## src/ifu_cfg_pkg.sv

```systemverilog
package ifu_cfg_pkg;

    // fetch datapath widths
    localparam int PC_W   = 32;
    localparam int INST_W = 32;

    // cache geometry: 2 ways, 64 sets, 8-byte lines
    localparam int WAYS       = 2;
    localparam int OFFSET_W   = 3;
    localparam int INDEX_W    = 6;
    localparam int TAG_W      = PC_W - INDEX_W - OFFSET_W;
    localparam int SETS       = 2 ** INDEX_W;
    localparam int LINE_W     = 8 * (2 ** OFFSET_W);
    localparam int RAM_ROW_W  = WAYS * LINE_W;

    // fetch address
    typedef logic [PC_W-1:0] pc_t;

    // one instruction word
    typedef logic [INST_W-1:0] inst_t;

    // pc[31:9]
    typedef logic [TAG_W-1:0] cache_tag_t;

    // pc[8:3]
    typedef logic [INDEX_W-1:0] cache_index_t;

    // pc[2:0], bit 2 picks the upper word
    typedef logic [OFFSET_W-1:0] cache_offset_t;

    // one refill line from memory
    typedef logic [LINE_W-1:0] line_t;

    // one data array row, way 0 low half, way 1 high half
    typedef logic [RAM_ROW_W-1:0] ram_row_t;

endpackage
```

## src/inst_predecode.sv

```systemverilog
`timescale 1ns/1ps

module inst_predecode (
    input  logic               clk,
    input  logic               rst,
    input  logic               word_take,
    input  ifu_cfg_pkg::inst_t word,
    input  ifu_cfg_pkg::pc_t   word_pc,
    output logic               inst_valid,
    output ifu_cfg_pkg::inst_t inst,
    output ifu_cfg_pkg::pc_t   inst_pc,
    output logic               inst_is_jal,
    output logic               inst_is_branch,
    output logic               redirect,
    output ifu_cfg_pkg::pc_t   redirect_pc
);

    // major opcodes
    localparam logic [6:0] OPC_JAL    = 7'b1101111;
    localparam logic [6:0] OPC_BRANCH = 7'b1100011;

    logic             is_jal;
    logic             is_branch;
    ifu_cfg_pkg::pc_t jal_imm;

    assign is_jal    = (word[6:0] == OPC_JAL);
    assign is_branch = (word[6:0] == OPC_BRANCH);

    // J-type immediate, sign extended
    assign jal_imm = {{12{word[31]}}, word[19:12], word[20], word[30:21], 1'b0};

    always_ff @(posedge clk) begin
        if (rst) begin
            inst_valid <= 1'b0;
        end else begin
            inst_valid <= word_take;
        end
    end

    always_ff @(posedge clk) begin
        if (word_take) begin
            inst           <= word;
            inst_pc        <= word_pc;
            inst_is_jal    <= is_jal;
            inst_is_branch <= is_branch;
            redirect_pc    <= word_pc + jal_imm;
        end
    end

    // one cycle pulse alongside the registered jal
    assign redirect = inst_valid & inst_is_jal;

endmodule

```

## config.mk

```make
export PLATFORM = sky130hd
export DESIGN_NAME = inst_predecode
export DESIGN_NICKNAME = d
export VERILOG_FILES = /design/src/ifu_cfg_pkg.sv /design/src/inst_predecode.sv
export SDC_FILE = /design/constraint.sdc
export NUM_CORES = 1
export LEC_CHECK = 0
export BUFFER_PORTS_ARGS = -buffer_cell sky130_fd_sc_hd__buf_2
export CAP_MARGIN = 15
export CORE_ASPECT_RATIO = 0.5
export CORE_UTILIZATION = 46
export CTS_CLUSTER_SIZE = 24
export DETAILED_ROUTE_END_ITERATION = 16
export GPL_ROUTABILITY_DRIVEN = 0
export HOLD_SLACK_MARGIN = 0.02
export PLACE_DENSITY = 0.75
export RECOVER_POWER = 25
export SLEW_MARGIN = 5
export SYNTH_ARGS = -nofsm -noshare
export SYNTH_HDL_FRONTEND = slang
export SYNTH_SLANG_ARGS = --single-unit
export TNS_END_PERCENT = 5
```

## constraint.sdc

```tcl
create_clock -name clk -period 2.6 [get_ports clk]
set_clock_uncertainty 0.2 [all_clocks]
set_input_delay 0.52 -clock clk [delete_from_list [all_inputs] [get_ports clk]]
set_output_delay 0.52 -clock clk [all_outputs]
set_load 0.05 [all_outputs]
```

==> out/results.ini <==
[clock_tree]
clock_tree.htree_level_count = 3
cts_root_buffer = sky130_fd_sc_hd__clkbuf_16
worst_setup_hold_path_clk_slew_ps = 70
cts_setup_buffers = 0
cts.sinks = 98
cts_max_path_buffers = 2
tritoncts = done
cts_inserted_buffers = 9

[floorplanning]
die_area_mm2 = 0.0110
core_mm2 = 0.0102
initial_utilization_pct = 47.4
rows = 26
ioPinCount = 167
die_height_um = 74.7
die_x_um = 147

[timing]
minimum_clock_period_after_layout_ps = 2520
headroom_to_the_max_slew_limit_pct = 12.8
hold_viol = 0
hold_slack_ps = 123
tightestPinTransition_ps = 1310
min_period_over_period_pct = 96.8
maxSlewViolCount = 0
timing.fmax_mhz = 398
setup_repair_after_global_routing_missed_its_margin = no
setup_viol = 0

[layout]
finalCoreUtilization_pct = 65.5
area_growth_pct = 38.1
final_net_count = 728
n_antenna_cell = 0
fill_cells = 794
most-common-layout-cells = 124 x sky130_fd_sc_hd__buf_2, 97 x sky130_fd_sc_hd__edfxtp_1, 85 x sky130_fd_sc_hd__buf_4, 41 x sky130_fd_sc_hd__clkbuf_1, 32 x sky130_fd_sc_hd__a21oi_1
layout.cells.most_common = sky130_fd_sc_hd__buf_2
finish.cell_count_without_fillers = 775
post_route_cells_drive_above_1_share_pct = 38.0

[synthesis]
synth_seq_area_share_pct = 60.4
avg_cell_area_syn_um2 = 12.7
mappedNetlistArea_mm2 = 0.00486
netlist_instances = 383
synth_seq_cells = 98
post_synth_top_flop = sky130_fd_sc_hd__edfxtp_1
nets_in_the_synthesized_netlist = 481
ys_async_sr_fraction_pct = 0
synth_warnings = 0
synth_enable_flop_cells = 97
yosys.cell_types.count = 56

[routing]
route.detailed.drc = 0
drt_wl_total_um = 11300
antenna_violating_nets_post_route = 0
viasPerCell = 5.15
detail_route.first_pass.iterations = 5
wire_per_inst_um = 14.6
route.vias.total = 3994
dr.first_iter.drc_count = 232

[place]
placed_cells_incl_taps = 759
place.detailed.hpwl_um = 8580
numPortBuffers = 166

[worst_setup_path]
start_kind = primary input
cp_max_fo = 5
end_kind = flip-flop
worstPathRequired_ps = 2490
worst-endpoint-arrival_ps = 2410
criticalPathCategory = in -> reg

[hold_path]
hold_start = rst
min-delay-path-class = in -> reg
worstHoldEndpoint = inst_valid
timing.hold.worst_path_depth = 2

[power]
vdd_ir_drop_max_mv = 0.345
power.static_leakage_nw = 2.83
power_per_cell_area_mw_per_mm2 = 724

[global_routing]
combined_global_route_utilization_of_all_metal_layers_pct = 19.9
grt_start_max_net_pins = 99
gr-total-overflow = 0
global_route_wire_length_before_repair_um = 17000
grt_antenna_before_repair = 0
number_of_global_route_vias_before_repair = 3586

[status]
run_status = finished clean

[flow_run]
drv_cap = 0

state kept, by name, summed over array words and instances, names as in the netlist:
name,flops
inst_is_jal,1
redirect_pc,31
inst_pc,32
inst_valid,1
inst_is_branch,1
inst,32
critical path, stage by stage:
cell and delay [ps]:
sky130_fd_sc_hd__clkbuf_1 100, sky130_fd_sc_hd__ha_1 200, sky130_fd_sc_hd__fa_2 210, sky130_fd_sc_hd__a21o_2 150, sky130_fd_sc_hd__a31oi_4 110, sky130_fd_sc_hd__or4_4 570
sky130_fd_sc_hd__a31oi_4 290, sky130_fd_sc_hd__a21oi_1 120, sky130_fd_sc_hd__xnor2_1 130
kinds of logic after synthesis:
kind of cell	share of synthesized area, %
AO/OA/AOI/OAI	13.8
flip-flops	60.4
buffers and inverters	2.24
XOR/XNOR	4.33
AND/OR/NAND/NOR	11.1
adder cells (fa/ha/maj)	8.14
how the worst max path moves through the flow:
stage / start / end / slack [ps] / depth (start not counted)
after CTS: word[30] / redirect_pc[28] / 50 / 9
after global routing: word[25] / redirect_pc[20] / 7 / 8
after detailed placement: word[21] / redirect_pc[25] / -250 / 9
after global placement: word[30] / redirect_pc[28] / -250 / 9
final: word[21] / redirect_pc[23] / 80 / 9
after floorplan: word[21] / redirect_pc[11] / 0.9 / 8
synthesized netlist by cell type (3+ instances only):
master | number | area, um2
sky130_fd_sc_hd__a2111oi_0 | 3 | 26.3
sky130_fd_sc_hd__xnor2_1 | 18 | 158
sky130_fd_sc_hd__nor2_1 | 27 | 101
sky130_fd_sc_hd__o21a_1 | 3 | 22.5
sky130_fd_sc_hd__o21bai_1 | 3 | 22.5
sky130_fd_sc_hd__a21o_1 | 7 | 52.6
sky130_fd_sc_hd__a211oi_1 | 5 | 37.5
sky130_fd_sc_hd__a31oi_1 | 5 | 31.3
sky130_fd_sc_hd__nand4_1 | 7 | 43.8
sky130_fd_sc_hd__buf_6 | 3 | 33.8
sky130_fd_sc_hd__nor2b_1 | 5 | 31.3
sky130_fd_sc_hd__nand3_1 | 14 | 70.1
sky130_fd_sc_hd__edfxtp_1 | 97 | 2910
sky130_fd_sc_hd__nor3_1 | 10 | 50.1
sky130_fd_sc_hd__o21ai_0 | 17 | 85.1
sky130_fd_sc_hd__xor2_1 | 6 | 52.6
sky130_fd_sc_hd__nand2_1 | 29 | 109
sky130_fd_sc_hd__ha_1 | 30 | 375
sky130_fd_sc_hd__inv_1 | 5 | 18.8
sky130_fd_sc_hd__a21oi_1 | 33 | 165
sky130_fd_sc_hd__clkbuf_1 | 9 | 33.8
sky130_fd_sc_hd__buf_2 | 3 | 15.0
power by group:
part	total [mW]	internal (mW)	leakage, nW	switching, mW
Clock	1.39	0.793	0.157	0.601
Combinational	1.49	0.465	1.71	1.02
Sequential	1.97	1.94	0.957	0.0354
Total	4.86	3.20	2.83	1.66
per-layer routing:
layer  global-route usage (%)  vias to the layer above  part of all wire [%]
met5                        0                        -                     0
met4                     5.04                        0                  0.96
met3                     5.03                       13                   6.4
met2                     34.1                      134                    49
met1                     25.9                     1866                    44
li1                         -                     1981                     -
through the flow:
stage                     area (um2)  setup TNS (ps)  power, mW  setup WS, ps
final                           6710               0       4.86          84.3
after global routing            6710               0       5.04          7.22
after CTS                       6760               0       4.89          47.3
after detailed placement        6440           -3090       3.50          -252
after global placement          6440           -2600       3.48          -248
after floorplan                 4870               0       3.00         0.873
final cells by class:
type	instances	area (um2)	area share, %
flip-flops and latches	98	2930	43.7
multi-input cells	264	1840	27.4
repair buffers	252	1430	21.3
clock buffers	10	239	3.56
well taps	140	175	2.61
clock inverters	6	78.8	1.17
inverters	5	18.8	0.280
repair_timing:
action	4_1_cts	5_1_grt
gates resized for setup	0	3
endpoints found under the hold margin	0	0
hold buffers	0	0
endpoints found under the setup margin	0	3
No activity file was read; power rests on OpenSTA's default activity.
