<file path="src/ifu_cfg_pkg.sv">
package ifu_cfg_pkg;

    // fetch datapath widths
    localparam int PC_W   = 32;
    localparam int INST_W = 32;

    // cache geometry: 2 ways, 64 sets, 8-byte lines
    localparam int WAYS       = 2;
    localparam int OFFSET_W   = 3;
    localparam int INDEX_W    = 6;
    localparam int TAG_W      = PC_W - INDEX_W - OFFSET_W;
    localparam int SETS       = 2 ** INDEX_W;
    localparam int LINE_W     = 8 * (2 ** OFFSET_W);
    localparam int RAM_ROW_W  = WAYS * LINE_W;

    // fetch address
    typedef logic [PC_W-1:0] pc_t;

    // one instruction word
    typedef logic [INST_W-1:0] inst_t;

    // pc[31:9]
    typedef logic [TAG_W-1:0] cache_tag_t;

    // pc[8:3]
    typedef logic [INDEX_W-1:0] cache_index_t;

    // pc[2:0], bit 2 picks the upper word
    typedef logic [OFFSET_W-1:0] cache_offset_t;

    // one refill line from memory
    typedef logic [LINE_W-1:0] line_t;

    // one data array row, way 0 low half, way 1 high half
    typedef logic [RAM_ROW_W-1:0] ram_row_t;

endpackage
</file>
<file path="src/fetch_pc.sv">
`timescale 1ns/1ps

module fetch_pc #(
    parameter ifu_cfg_pkg::pc_t BOOT_PC = 32'h0000_0000
) (
    input  logic                       clk,
    input  logic                       rst,
    input  logic                       addr_ok,
    input  logic                       data_ok,
    input  logic                       redirect,
    input  ifu_cfg_pkg::pc_t           redirect_pc,
    output logic                       valid,
    output ifu_cfg_pkg::cache_index_t  index,
    output ifu_cfg_pkg::cache_tag_t    tag,
    output ifu_cfg_pkg::cache_offset_t offset,
    output ifu_cfg_pkg::pc_t           fetch_pc_out,
    output logic                       word_take
);

    // pc of the oldest outstanding fetch
    ifu_cfg_pkg::pc_t pc_q;
    // jump target waiting for the killed fetch to drain
    ifu_cfg_pkg::pc_t target_q;
    logic             kill_q;

    logic             killing;
    ifu_cfg_pkg::pc_t target;
    ifu_cfg_pkg::pc_t next_pc;
    ifu_cfg_pkg::pc_t fetch_addr;

    // a redirect kills the fetch accepted alongside the jal
    assign killing = kill_q | redirect;
    assign target  = redirect ? redirect_pc : target_q;
    assign next_pc = killing ? target : pc_q + 32'd4;

    // present the next address as soon as the current word returns
    assign fetch_addr = data_ok ? next_pc : pc_q;

    // the fetch stream never stalls on its own side
    assign valid  = 1'b1;
    assign tag    = fetch_addr[31:9];
    assign index  = fetch_addr[8:3];
    assign offset = fetch_addr[2:0];

    assign fetch_pc_out = pc_q;
    assign word_take    = data_ok & ~killing;

    always_ff @(posedge clk) begin
        if (rst) begin
            pc_q   <= BOOT_PC;
            kill_q <= 1'b0;
        end else begin
            if (valid && addr_ok) begin
                pc_q <= fetch_addr;
            end
            // cleared once the dropped word has come back
            if (data_ok && killing) begin
                kill_q <= 1'b0;
            end else if (redirect) begin
                kill_q <= 1'b1;
            end
        end
    end

    always_ff @(posedge clk) begin
        if (redirect) begin
            target_q <= redirect_pc;
        end
    end

    // jal targets and the boot address must keep fetch word aligned
    pc_aligned_a: assert property (
        @(posedge clk) disable iff (rst) pc_q[1:0] == 2'b00
    ) else $error("fetch_pc: unaligned pc %h", pc_q);

endmodule

</file>
<file path="config.mk">
export PLATFORM = sky130hd
export DESIGN_NAME = fetch_pc
export DESIGN_NICKNAME = d
export VERILOG_FILES = /design/src/ifu_cfg_pkg.sv /design/src/fetch_pc.sv
export SDC_FILE = /design/constraint.sdc
export NUM_CORES = 1
export LEC_CHECK = 0
export BUFFER_PORTS_ARGS = -buffer_cell sky130_fd_sc_hd__buf_2
export CORE_MARGIN = 4
export CORE_UTILIZATION = 48
export CTS_CLUSTER_DIAMETER = 50
export CTS_CLUSTER_SIZE = 30
export DETAILED_ROUTE_END_ITERATION = 6
export PLACE_DENSITY_LB_ADDON = 0.3
export SKIP_CTS_REPAIR_TIMING = 1
export SYNTH_ARGS = -nofsm -noshare
export SYNTH_HDL_FRONTEND = slang
export SYNTH_SLANG_ARGS = --single-unit
</file>
<file path="constraint.sdc">
create_clock -name clk -period 2.3 [get_ports clk]
set_input_delay 0.345 -clock clk [delete_from_list [all_inputs] [get_ports clk]]
set_output_delay 0.345 -clock clk [all_outputs]
set_load 0.1 [all_outputs]
</file>
==> run_results.csv <==
group,metric,value,unit
sta,finalCriticalPeriod,2.757,ns
power,power.switching,1600,uW
route,top_layer_used,"met4",
global_route,grt.total_usage,29.33,%
place,dp.final_hpwl,10100,microns
sta,worst_pin_slew,0.5514,ns
sta,period_share,119.9,%
sta,fin_ws,-0.4566,ns
sta,rsz0062_at_grt,"true",
power,power,3814,uW
final_layout,area_delta_synth_final,64.60,%
logic_synthesis,yosysSeqAreaShare,34.86,%
power,p_comb_share,40.9,%
die,die_h,96.18,microns
clock_tree,clock_sinks,65,
global_route,antenna_found_initial,0,
die,fp-row-count,31,
clock_tree,clock_latency,0.35,ns
power,ir_drop,0.0004807,V
final_layout,layout_commonest_cell,"buf_2",
logic_synthesis,ys_async_sr_fraction,0,%
route,vias,4464,
place,dp_cells,653,
logic_synthesis,synthDistinctLibCells,63,
final_layout,final_util,82.93,%
power,pwr-share-clk,25.3,%
place,numPortBuffers,101,
sta,setup_tns,-6.041,ns
global_route,grt_pass1_wl,20840,microns
route,vias_per_cell,6.423,
die,core,7408,sq um
route,wl_met1,5922,microns
clock_tree,cts_tree,"built",
die,ios,103,
worst_hold_path,hp-class,"in2reg",
logic_synthesis,synthesis.nets,483,
clock_tree,cts.path.max_buffers,2,
place,place_area,5458,sq um
final_layout,layout_common_cells,"buf_2, buf_4, dfxtp_1, buf_12, mux2_2",
logic_synthesis,yosysWarningCount,0,
critical_path,crit_required,1.96,ns
final_layout,num-nets-final,629,
logic_synthesis,synthesis.area,3732,sq um
route,antenna_left,0,
sta,finalMaxSlewViolations,0,
power,power_frac_seq,33.7,%
final_layout,antenna_cells,0,
route,first_iter_violations,421,
sta,max_freq,362.8,MHz
global_route,overflow,0,
critical_path,crit_path_max_fanout,5,
logic_synthesis,syn_avg_cell_area,8.387,sq um
route,wl_per_cell,21.09,microns
clock_tree,clk_pin_slew_worst_paths,0.08,ns
sta,slew_headroom,62.99,%
route,drc_errors,0,
critical_path,crit_arrival,2.41,ns
power,p_sw_share,41.95,%
worst_hold_path,min_path_cells,2,
logic_synthesis,yosys_register_bits,65,
run,maxCapViolCount,0,
die,fp.dieW,96.18,microns
route,wirelength,14660,microns
critical_path,start_kind,"flip-flop",
clock_tree,cts-buffers-inserted,9,
route,wl_met2,7143,microns
global_route,grt_max_degree,28,
final_layout,drive_gt1_share,53.52,%
clock_tree,htree_levels,3,
die,die_area,9251,sq um
final_layout,final_cell_area,6143,sq um
die,start_util,50.38,%
power,power.density,620.8,nW/um^2
final_layout,fin_cells,695,
route,dr_wl_met3,1217,microns
sta,hold_viol,0,
logic_synthesis,synth_ff_type,"dfxtp_1",
sta,clock_skew,0.01048,ns
run_status,outcome,"complete, but fails checks",
global_route,grt_pass1_vias,3939,
power,p_int,2214,uW
critical_path,cp-end-kind,"output pin",
critical_path,ff2ff_path_depth,6,
sta,finalSetupViolCount,23,
logic_synthesis,syn_inst,445,
critical_path,worstSetupPathType,"reg2out",
route,drt-pass1-iter-count,5,
clock_tree,cts_root_buf,"clkbuf_8",
run_status,violations,"setup timing",
logic_synthesis,synth_edf_count,0,
power,total_leakage_power,0.002560,uW
place,gp_congestion,0.8955,
-- stage by stage --
step	hold WS, ns	worst slack [ns]
floorplan	0.4428	-0.6413
global placement	0.4522	0.0004652
detailed placement	0.4650	-0.01111
CTS	0.2405	-0.4148
global route	0.2383	-0.4807
finish	0.2361	-0.4566
-- per-layer routing --
metal  global-route usage (%)  vias up
met5                        0        -
li1                         -     1994
met1                    41.26     2164
met3                    4.535       40
met2                    45.49      266
met4                    9.953        0
-- sequential cells by signal, summed over array words and instances, names as in the netlist --
register	flops
fetch_pc_out	32
kill_q	1
target_q	32
-- kinds of logic after synthesis --
| family | synth area share, % |
|---|---|
| xor gates and xnor gates | 1.408 |
| adders and majority gates | 0.3352 |
| muxes | 12.94 |
| buffers and inverters | 4.727 |
| and+or+nand+nor | 19.81 |
| other | 0.1005 |
| AOI/OAI and AO/OA | 25.81 |
| DFF | 34.86 |
-- Yosys cell counts (3+ instances only) --
library cell	n	share of area [%]
a211oi_1	5	1.0
a21o_1	5	1.0
a21oi_1	27	3.6
a221oi_1	3	0.70
a22o_1	10	2.3
a22oi_1	13	2.6
a311o_1	3	0.80
a311oi_1	5	1.2
a31oi_1	3	0.50
a41oi_1	3	0.70
and3_1	11	1.8
and4_1	4	0.94
buf_1	5	0.50
clkbuf_1	24	2.4
dfxtp_1	65	35
inv_1	9	0.91
mux2_2	34	10
mux2i_1	10	2.7
nand2_1	34	3.4
nand3_1	16	2.1
nand4_1	10	1.7
nor2_1	38	3.8
nor3_1	9	1.2
nor4_1	4	0.67
o21a_1	5	1.0
o21ai_0	21	2.8
o22ai_1	7	1.2
o31a_1	3	0.70
o31ai_1	6	1.2
o32ai_1	4	0.94
or3_1	3	0.50
xnor2_1	5	1.2
-- path summary, 6_finish.rpt --
path,from,to,slack (ns)
hold / removal,redirect_pc[11],target_q[11]$_DFF_P_,0.24
hold reg to reg,target_q[21]$_DFF_P_,target_q[21]$_DFF_P_,0.48
setup / recovery,fetch_pc_out[2]$_SDFFE_PP0P_,tag[15],-0.46
setup reg to reg,fetch_pc_out[2]$_SDFFE_PP0P_,fetch_pc_out[28]$_SDFFE_PP0P_,0.05
-- final cells by class --
| type | instances | area, sq um |
|---|---|---|
| Sequential cell | 65 | 1395 |
| Timing Repair Buffer | 168 | 1550 |
| Inverter | 12 | 45.04 |
| Clock inverter | 6 | 58.81 |
| Clock buffer | 10 | 127.6 |
| Fill cell | 432 | 1265 |
| Multi-Input combinational cell | 335 | 2843 |
| Tap cell | 99 | 123.9 |
-- critical path: stages, from the launching register on --
cell      delay, ns
dfxtp_4        0.38
ha_4           0.14
nand4_1        0.16
or4_4          0.52
buf_12         0.16
buf_6          0.11
nor2_4         0.10
a311oi_4       0.13
nor2_4         0.17
buf_12         0.18
-- power by group through the flow --
stage / logic [uW] / clock network, uW / registers, uW
after CTS: 1500 / 955 / 1280
final: 1560 / 966 / 1290
after floorplan: 840 / 0 / 1510
after global placement: 1470 / 0 / 1290
after detailed placement: 1490 / 0 / 1300
after global routing: 1620 / 1020 / 1290
(Power assumes the default switching activity.)
